`src/hdl/zx_paging_pkg.sv`:
```
// Shared types and address constants for the paging and ULA-port unit.
// RTL files reach into this package with scoped names.
package zx_paging_pkg;

	//============================================================
	// Machine model
	//============================================================

	// Latched from the mem_model input while reset is high
	typedef enum logic [1:0] {
		MODEL_48K   = 2'd0,
		MODEL_128K  = 2'd1,
		MODEL_PLUS3 = 2'd2
	} mem_model_e;

	//============================================================
	// Bus and event types
	//============================================================

	// CPU bus after strobe decoding
	typedef struct packed {
		logic [15:0] addr;
		logic [7:0]  dout;   // CPU write data
		logic        io_wr;  // Already qualified with M1 inactive
		logic        mem_rd;
		logic        mem_wr;
	} cpu_bus_t;

	// One decoded I/O write, valid for one cycle
	typedef struct packed {
		logic       wr_7ffd;
		logic       wr_1ffd;
		logic       wr_ula;
		logic [7:0] data;
		logic       addr14;  // +3 needs it for the full 7FFD decode
	} port_event_t;

	// Physical memory request
	typedef struct packed {
		logic [20:0] addr;  // Byte address
		logic        rd;
		logic        we;    // Already write-protected for ROM
		logic        is_rom;
	} mem_req_t;

	//============================================================
	// Physical address layout
	//============================================================

	// ROM space is {ROM_REGION, rom page, addr[13:0]}
	localparam logic [2:0] ROM_REGION = 3'b101;

	// RAM space is {RAM_REGION, ram page, addr[13:0]}
	localparam logic [3:0] RAM_REGION = 4'b0000;

	localparam logic [3:0] ROM_PAGE_48K       = 4'b1111;
	localparam logic [2:0] PAGE_SCREEN_NORMAL = 3'd5;  // Bank 1
	localparam logic [2:0] PAGE_BANK2         = 3'd2;  // Bank 2

endpackage

```
`src/hdl/zx_port_decode.sv`:
```
// Edge-detects CPU I/O writes and sorts them into 7FFD, 1FFD and ULA events.
// Event strobes are one cycle wide and carry the data sampled at the edge.
module zx_port_decode (
	input  logic                       clk_sys,
	input  logic                       reset,
	input  zx_paging_pkg::cpu_bus_t    bus,
	input  zx_paging_pkg::mem_model_e  model,
	output zx_paging_pkg::port_event_t evt
);

	logic       io_wr_q;     // Previous io_wr for edge detection
	logic       io_wr_rise;
	logic       is_plus3;
	logic       hit_7ffd;
	logic       hit_1ffd;
	logic       hit_ula;

	logic [2:0] strobe_q;    // {7ffd, 1ffd, ula}
	logic [7:0] data_q;
	logic       addr14_q;

	//============================================================
	// Partial address decode
	//============================================================

	assign is_plus3   = (model == zx_paging_pkg::MODEL_PLUS3);
	assign io_wr_rise = bus.io_wr & ~io_wr_q;

	// Base 7FFD match; the +3 also wants A14 high, checked against addr14
	assign hit_7ffd = ~bus.addr[15] & ~bus.addr[1];

	// 1FFD exists on the +3 only
	assign hit_1ffd = is_plus3 & ~bus.addr[1] & bus.addr[12]
		& (bus.addr[15:13] == 3'b000);

	assign hit_ula = ~bus.addr[0];  // Any even port

	//============================================================
	// Event register
	//============================================================

	always_ff @(posedge clk_sys) begin
		if (reset) begin
			io_wr_q  <= 1'b0;
			strobe_q <= 3'b000;
		end else begin
			io_wr_q  <= bus.io_wr;
			strobe_q <= {hit_7ffd, hit_1ffd, hit_ula} & {3{io_wr_rise}};
		end
	end

	// Payload captured once so later bus changes cannot disturb it
	always_ff @(posedge clk_sys) begin
		if (io_wr_rise) begin
			data_q   <= bus.dout;
			addr14_q <= bus.addr[14];
		end
	end

	assign evt.wr_7ffd = strobe_q[2];
	assign evt.wr_1ffd = strobe_q[1];
	assign evt.wr_ula  = strobe_q[0];
	assign evt.data    = data_q;
	assign evt.addr14  = addr14_q;

endmodule

```
`src/hdl/zx_port_registers.sv`:
```
// Paging, ULA-port and memory-model registers, updated from decoded port events.
// The paging registers freeze once the lock is set, until the next reset.
module zx_port_registers (
	input  logic                       clk_sys,
	input  logic                       reset,
	input  zx_paging_pkg::mem_model_e  mem_model,
	input  zx_paging_pkg::port_event_t evt,
	output zx_paging_pkg::mem_model_e  model,
	output logic [7:0]                 page_reg,
	output logic [7:0]                 page_reg_plus3,
	output logic                       paging_locked,
	output logic [2:0]                 border_color,
	output logic                       ear_out,
	output logic                       mic_out
);

	logic model_48k;
	logic model_plus3;
	logic load_7ffd;
	logic load_1ffd;

	assign model_48k   = (model == zx_paging_pkg::MODEL_48K);
	assign model_plus3 = (model == zx_paging_pkg::MODEL_PLUS3);

	//============================================================
	// Lock and write qualification
	//============================================================

	// 48K never pages; otherwise 7FFD bit 5 locks until reset
	assign paging_locked = model_48k | page_reg[5];

	// On the +3 the 7FFD port also needs A14 high
	assign load_7ffd = evt.wr_7ffd & ~paging_locked
		& (evt.addr14 | ~model_plus3);

	assign load_1ffd = evt.wr_1ffd & ~paging_locked;

	//============================================================
	// Model latch and paging registers
	//============================================================

	always_ff @(posedge clk_sys) begin
		if (reset) begin
			model          <= mem_model;  // Tracks the input during reset
			page_reg       <= 8'h00;
			page_reg_plus3 <= 8'h00;
		end else begin
			if (load_7ffd) begin
				page_reg <= evt.data;
			end
			if (load_1ffd) begin
				page_reg_plus3 <= evt.data;
			end
		end
	end

	//============================================================
	// ULA port
	//============================================================

	// Border and audio bits ignore the paging lock
	always_ff @(posedge clk_sys) begin
		if (reset) begin
			border_color <= 3'd0;
			mic_out      <= 1'b0;
			ear_out      <= 1'b0;
		end else if (evt.wr_ula) begin
			border_color <= evt.data[2:0];
			mic_out      <= evt.data[3];
			ear_out      <= evt.data[4];
		end
	end

endmodule

```
`src/hdl/zx_address_map.sv`:
```
// Combinational map from CPU address to physical ROM/RAM address.
// Covers ROM selection, bank mapping, +3 all-RAM modes and ROM write protect.
module zx_address_map (
	input  zx_paging_pkg::cpu_bus_t   bus,
	input  zx_paging_pkg::mem_model_e model,
	input  logic [7:0]                page_reg,
	input  logic [7:0]                page_reg_plus3,
	output zx_paging_pkg::mem_req_t   mem
);

	logic [1:0]  bank;
	logic [13:0] offset;
	logic        special;       // +3 all-RAM mode
	logic [3:0]  rom_page;
	logic [2:0]  special_page;
	logic [20:0] phys_addr;
	logic        rom_access;

	assign bank   = bus.addr[15:14];
	assign offset = bus.addr[13:0];

	assign special = page_reg_plus3[0] & (model == zx_paging_pkg::MODEL_PLUS3);

	//============================================================
	// ROM page
	//============================================================

	always_comb begin
		case (model)
			zx_paging_pkg::MODEL_128K:  rom_page = {3'b011, page_reg[4]};
			zx_paging_pkg::MODEL_PLUS3: rom_page = {2'b10, page_reg_plus3[2], page_reg[4]};
			default:                    rom_page = zx_paging_pkg::ROM_PAGE_48K;
		endcase
	end

	//============================================================
	// Special mode layouts
	//============================================================

	always_comb begin
		case ({page_reg_plus3[2:1], bank})
			4'b00_00: special_page = 3'd0;
			4'b00_01: special_page = 3'd1;
			4'b00_10: special_page = 3'd2;
			4'b00_11: special_page = 3'd3;
			4'b01_00: special_page = 3'd4;
			4'b01_01: special_page = 3'd5;
			4'b01_10: special_page = 3'd6;
			4'b01_11: special_page = 3'd7;
			4'b10_00: special_page = 3'd4;
			4'b10_01: special_page = 3'd5;
			4'b10_10: special_page = 3'd6;
			4'b10_11: special_page = 3'd3;
			4'b11_00: special_page = 3'd4;
			4'b11_01: special_page = 3'd7;
			4'b11_10: special_page = 3'd6;
			default:  special_page = 3'd3;  // Layout 11, bank 3
		endcase
	end

	//============================================================
	// Physical address
	//============================================================

	assign rom_access = ~special & (bank == 2'b00);

	always_comb begin
		if (special) begin
			phys_addr = {zx_paging_pkg::RAM_REGION, special_page, offset};
		end else begin
			case (bank)
				2'b00: phys_addr = {zx_paging_pkg::ROM_REGION, rom_page, offset};
				2'b01: phys_addr = {zx_paging_pkg::RAM_REGION,
					zx_paging_pkg::PAGE_SCREEN_NORMAL, offset};
				2'b10: phys_addr = {zx_paging_pkg::RAM_REGION,
					zx_paging_pkg::PAGE_BANK2, offset};
				default: phys_addr = {zx_paging_pkg::RAM_REGION, page_reg[2:0], offset};
			endcase
		end
	end

	assign mem.addr   = phys_addr;
	assign mem.rd     = bus.mem_rd;
	assign mem.we     = bus.mem_wr & ~rom_access;  // ROM is write protected
	assign mem.is_rom = rom_access;

endmodule

```
`src/hdl/zx_memory_mapper.sv`:
```
// Top level of the paging and ULA-port unit.
// Port decode feeds the registers, which steer the combinational address map.
module zx_memory_mapper (
	input  logic                      clk_sys,
	input  logic                      reset,
	input  zx_paging_pkg::mem_model_e mem_model,
	input  zx_paging_pkg::cpu_bus_t   bus,
	output zx_paging_pkg::mem_req_t   mem,
	output logic [2:0]                border_color,
	output logic                      ear_out,
	output logic                      mic_out,
	output logic                      screen_page,
	output logic                      paging_locked
);

	zx_paging_pkg::port_event_t evt;
	zx_paging_pkg::mem_model_e  model;     // Model latched at reset
	logic [7:0]                 page_reg;  // 7FFD
	logic [7:0]                 page_reg_plus3;  // 1FFD

	zx_port_decode dec0 (
		.clk_sys (clk_sys),
		.reset   (reset),
		.bus     (bus),
		.model   (model),
		.evt     (evt)
	);

	zx_port_registers regs0 (
		.clk_sys        (clk_sys),
		.reset          (reset),
		.mem_model      (mem_model),
		.evt            (evt),
		.model          (model),
		.page_reg       (page_reg),
		.page_reg_plus3 (page_reg_plus3),
		.paging_locked  (paging_locked),
		.border_color   (border_color),
		.ear_out        (ear_out),
		.mic_out        (mic_out)
	);

	zx_address_map map0 (
		.bus            (bus),
		.model          (model),
		.page_reg       (page_reg),
		.page_reg_plus3 (page_reg_plus3),
		.mem            (mem)
	);

	assign screen_page = page_reg[3];  // Shadow screen select for video

endmodule

```
`config.mk`:
```
export PLATFORM = sky130hd
export DESIGN_NAME = zx_memory_mapper
export DESIGN_NICKNAME = d
export VERILOG_FILES = /design/src/hdl/zx_paging_pkg.sv /design/src/hdl/zx_port_decode.sv /design/src/hdl/zx_port_registers.sv /design/src/hdl/zx_address_map.sv /design/src/hdl/zx_memory_mapper.sv
export SDC_FILE = /design/constraint.sdc
export NUM_CORES = 1
export LEC_CHECK = 0
export ABC_AREA = 1
export BUFFER_PORTS_ARGS = -buffer_cell sky130_fd_sc_hd__clkbuf_2
export CAP_MARGIN = 20
export CORE_ASPECT_RATIO = 1.4
export CORE_UTILIZATION = 49
export CTS_CLUSTER_SIZE = 12
export DETAILED_ROUTE_END_ITERATION = 8
export HOLD_SLACK_MARGIN = 0.12
export PLACE_DENSITY = 0.83
export SLEW_MARGIN = 20
export SYNTH_ARGS = -nofsm -noshare
export SYNTH_HDL_FRONTEND = slang
export SYNTH_SLANG_ARGS = --single-unit
```
`constraint.sdc`:
```
create_clock -name clk_sys -period 3.35 [get_ports clk_sys]
set_input_delay 0.335 -clock clk_sys [delete_from_list [all_inputs] [get_ports clk_sys]]
set_output_delay 0.335 -clock clk_sys [all_outputs]
set_load 0.02 [all_outputs]
```
# Yosys cells after proc, flatten, opt, wreduce, memory -nomap -nowiden
# Memory sizes are Yosys's and may differ from the RTL's.
# Index checks and enable logic that the tools add are counted.
totals:
  register_bits: 27
  romBits: 48
  inputBits: 31
  output_inout_bits: 31
  wordCells: 43
  n_memories: 1
op_classes:
  n_eq_ne: 4
  mux: 3
  n_bitwise: 22
  reduce_logical: 3
memory_table:
  columns: ["name", "depth", "word_bits", "read_ports", "rd_ports_with_merged_regs", "write_ports", "line", "rtl"]
  rows:
  - ["(name not given)", 16, 3, 1, 0, 0, "zx_address_map.sv:41", "case ({page_reg_plus3[2:1], bank})"]
ops:
  columns: ["cell", "count"]
  rows:
  - ["21-bit case mux with 3 select lines", 1]
  - ["21-bit 2-to-1 mux", 1]
  - ["1-bit bitwise AND", 11]
  - ["1-bit NOT", 8]
  - ["4-bit case mux with 2 select lines", 1]
  - ["2-bit by 1-bit == test with 1-bit output, second input constant", 2]
  - ["2-bit == test, second input constant", 2]
  - ["2-bit zero test", 2]
  - ["3-bit bitwise AND", 1]
  - ["3-bit zero test", 1]
  - ["1-bit bitwise OR", 2]

# Logic depth before layout (Yosys ltp)
depth:
  depth_word: 6
  depth_mapped: 7
  mapped_depth_nobuf: 7

# Cells and area by module
# Synthesis repeated with hierarchy kept, for this count alone.
unflattened:
  cells_unflattened: 203
  area_unflattened_um2: 1774.2
by_module_without_submodules:
  columns: ["mod", "n_inst", "cells_each", "area_per_inst_um2", "seq_area_each_um2"]
  rows:
  - ["zx_port_registers", 1, 111, 954.7, 480.5]
  - ["zx_port_decode", 1, 28, 440.4, 350.3]
  - ["zx_address_map", 1, 64, 379.1, 0.0]

# Worst setup path before layout
# Ideal clock, no wire load.
synth_path:
  path_type: "reg2out"
  startpoint: "register regs0.model[0]"
  endpoint: "output port mem[17] (netlist bit)"
  arrival_time_ns: 1.338
  t_required_ns: 3.015
  setup_slack_ns: 1.677
  path_stages_with_launch: 7
  n_path_buf: 0
  path_cell_list: "edfxtp_1 -> inv_1 -> ha_1 -> nand2_2 -> o21ai_2 -> inv_2 -> a21oi_1"
synth_lines:
  columns: ["element", "line", "rtl"]
  rows:
  - ["start: declaration", "zx_port_registers.sv:8", "output zx_paging_pkg::mem_model_e model,"]
  - ["start signal: assignment", "zx_port_registers.sv:44", "model <= mem_model;"]
  - ["end: declaration", "zx_memory_mapper.sv:8", "output zx_paging_pkg::mem_req_t mem,"]

==> results.cfg <==
[place]
place_congestion = 0.8653
hpwlAfterDp_um = 1617
portBuffers = 36

[critical_path]
r2r-end = regs0.page_reg[0]$_SDFFE_PP0P_
crit_fanout = 6
crit_type = flip-flop to primary output
slowest_delay_ns = 0.44
cp.arrival_ns = 1.76
worstPathRequired_ns = 3.01
reg2reg_depth = 7
start_kind = flip-flop
cp_slowest_cell = edfxtp_1
setup.reg_to_reg.worst_slack_ns = 1.98
crit_chain = inv_1 -> ha_1 -> nand2_2 -> o21ai_0 -> a21oi_1 -> nor2_1 -> clkbuf_2
r2r_start = regs0.model[0]$_DFFE_PP_
endpoint_kind = primary output

[clock_tree]
ctsResizeCount = 0
cts_tree = yes
cts_sinks = 27
cts-buffers-inserted = 3
htree_num_levels = 1
clk_path_buf_depth = 2
insertion_delay_ns = 0.32
post-cts-setup-buffers = 0
hold_buffers = 0
cts_root_buf = clkbuf_4
path_clk_slew_ns = 0.14

[flow_run]
drv_cap = 0

[synth]
post_synth_most_frequent_cells = nor2_1 (32), buf_4 (20), inv_1 (19), nand2_1 (19), dfxtp_1 (18)
yosysTopAreaCellShare_pct = 26.87
synth_edf_count = 9
synthCells = 162
synth.most_common_cell = nor2_1
synthesis.nets = 198
synth_area_per_cell_um2 = 8.280
synth_ff_type = dfxtp_1
yosysUniqueCellTypes = 22
ys_seq_area_share_pct = 47.01
syn-cell-area_um2 = 1341
yosysTopAreaCell = dfxtp_1
ys_top_cells_by_area = dfxtp_1 (27%), edfxtp_1 (20%), buf_4 (11%), nor2_1 (9.0%), inv_1 (5.3%)
ys_ff_latch = 27
synthArstFlopShare_pct = 0
yosysWarnings = 0

[worst_hold_path]
hp-start = bus[5]
hold_path_depth = 1
min_path_type = input pin to flip-flop
holdPathEnd = dec0.data_q[2]$_DFFE_PP_

[floorplan]
ios = 62
core_area_um2 = 2615
placementRows = 22
dieArea_um2 = 2953
initial_core_util_pct = 51.29
die_w_um = 46.22
fp.dieH_um = 63.91

[cells_and_area]
nNetsFinal = 219
syn_to_final_growth_pct = 7.649
fillers = 253
antenna_cells = 0
fin_util_pct = 55.22
drive_above_1_share_pct = 30.22

[power_and_ir_drop]
share_comb_of_total_power_pct = 14.6
power.density_nw_per_um2 = 400.6
p_sw_share_pct = 26.34
internal_power_mw = 0.4261
total_leakage_power_nw = 0.7142
p_switching_mw = 0.1524
ir_drop_mv = 0.3149
clkPwrFrac_pct = 23.4
seq_power_share_pct = 62.1

[global_route]
grt_first_pass_wirelength_um = 3312
grt_pass1_vias = 871
grt_overflow = 0
grt_max_degree = 16
grtUsageTotal_pct = 15.37
grt_antenna_before_repair = 0

[detailed_routing]
firstDrtPassIters = 4
ant_nets = 0
post_drt_wl_per_cell_um = 9.206
routed_wl_um = 2007
drc = 0
num_vias = 1017
drt_iter0_drc = 22
via_per_inst = 4.665

[timing]
tns_ns = 0
worst_slew_pin_slew_ns = 0.5915
period_minus_slack_ns = 2.092
skew_ns = 0.005560
final-setup-viol-count = 0
period_share_pct = 62.46
fmax_mhz = 477.9
rsz0062_at_grt = false
finalHoldViolCount = 0
drv_slew = 0
slew_headroom_pct = 60.42

[outcome]
status = completed
-- cell usage in the layout (no fill, tap or decap) --
master / instances
a21oi_1: 3
a31oi_1: 1
clkbuf_2: 36
clkbuf_4: 3
clkinv_2: 1
conb_1: 1
dfxtp_1: 18
edfxtp_1: 9
ha_1: 5
inv_1: 19
inv_2: 3
nand2_1: 19
nand2_2: 4
nand3_1: 5
nand3_4: 1
nand4_1: 1
nor2_1: 32
nor2_2: 5
nor2_4: 1
nor3_1: 2
nor4_1: 1
o211ai_1: 1
o21ai_0: 10
o21ai_2: 1
-- layout make-up --
class | count | area, µm² | share of cell area, %
Clock buffer | 3 | 22.52 | 1.560
Clock inverter | 1 | 5.005 | 0.3466
Inverter | 22 | 82.58 | 5.719
Multi-Input combinational cell | 93 | 478.0 | 33.10
Sequential cell | 27 | 630.6 | 43.67
Tap cell | 36 | 45.04 | 3.120
Timing Repair Buffer | 36 | 180.2 | 12.48
-- worst max path at each step --
stage | endpoint | from | slack (ns) | cells after the start
final | mem[18] | regs0.model[0]$_DFFE_PP_ | 1.26 | 7
after global routing | mem[18] | regs0.model[0]$_DFFE_PP_ | 1.13 | 7
after CTS | mem[17] | regs0.model[0]$_DFFE_PP_ | 1.23 | 7
after detailed placement | mem[17] | regs0.model[0]$_DFFE_PP_ | 1.60 | 7
after global placement | mem[18] | regs0.model[0]$_DFFE_PP_ | 1.58 | 7
after floorplan | mem[17] | regs0.model[0]$_DFFE_PP_ | 1.68 | 6
-- critical path, delay by kind of cell (launching register included) --
| family | cells | cell delay [ns] |
|---|---|---|
| AND/OR/NAND/NOR | 2 | 0.23 |
| buffers and inverters | 2 | 0.30 |
| adder cells (fa/ha/maj) | 1 | 0.31 |
| AO/OA/AOI/OAI | 2 | 0.16 |
| flip-flops | 1 | 0.44 |
-- layer usage --
| metal | up-vias | routed length (µm) | track usage [%] |
|---|---|---|---|
| li1 | 526 | - | - |
| met1 | 443 | 803 | 17.10 |
| met2 | 35 | 963 | 24.30 |
| met3 | 13 | 142 | 2.542 |
| met4 | 0 | 97 | 12.50 |
| met5 | - | 0 | 0 |
-- stage by stage --
stage | hold slack, ns | worst slack, ns | area (µm²) | instances | power [mW]
2_1_floorplan | 0.3960 | 1.677 | 1341 | 162 | 0.4457
3_3_place_gp | 0.4045 | 1.585 | 1416 | 214 | 0.4506
3_5_place_dp | 0.4214 | 1.602 | 1416 | 214 | 0.4517
4_1_cts | 0.1658 | 1.234 | 1444 | 218 | 0.5845
5_1_grt | 0.1566 | 1.129 | 1444 | 218 | 0.6068
6_report | 0.1761 | 1.258 | 1444 | 218 | 0.5785
-- power by group through the flow --
stage | combinational, mW | clock, mW | sequential (mW)
global placement | 0.0843 | 0 | 0.366
finish | 0.0842 | 0.135 | 0.359
floorplan | 0.0769 | 0 | 0.369
detailed placement | 0.0851 | 0 | 0.367
CTS | 0.0855 | 0.140 | 0.359
global route | 0.0944 | 0.152 | 0.361
-- cells by family after synthesis --
family	count (synthesis)	share of synthesized area (%)
compound gates	16	6.530
other cells	1	0.2796
flops	27	47.02
buf+inv	42	17.35
simple gates	71	24.16
fa+ha+maj	5	4.664
Power figures use the tool's default switching activity.
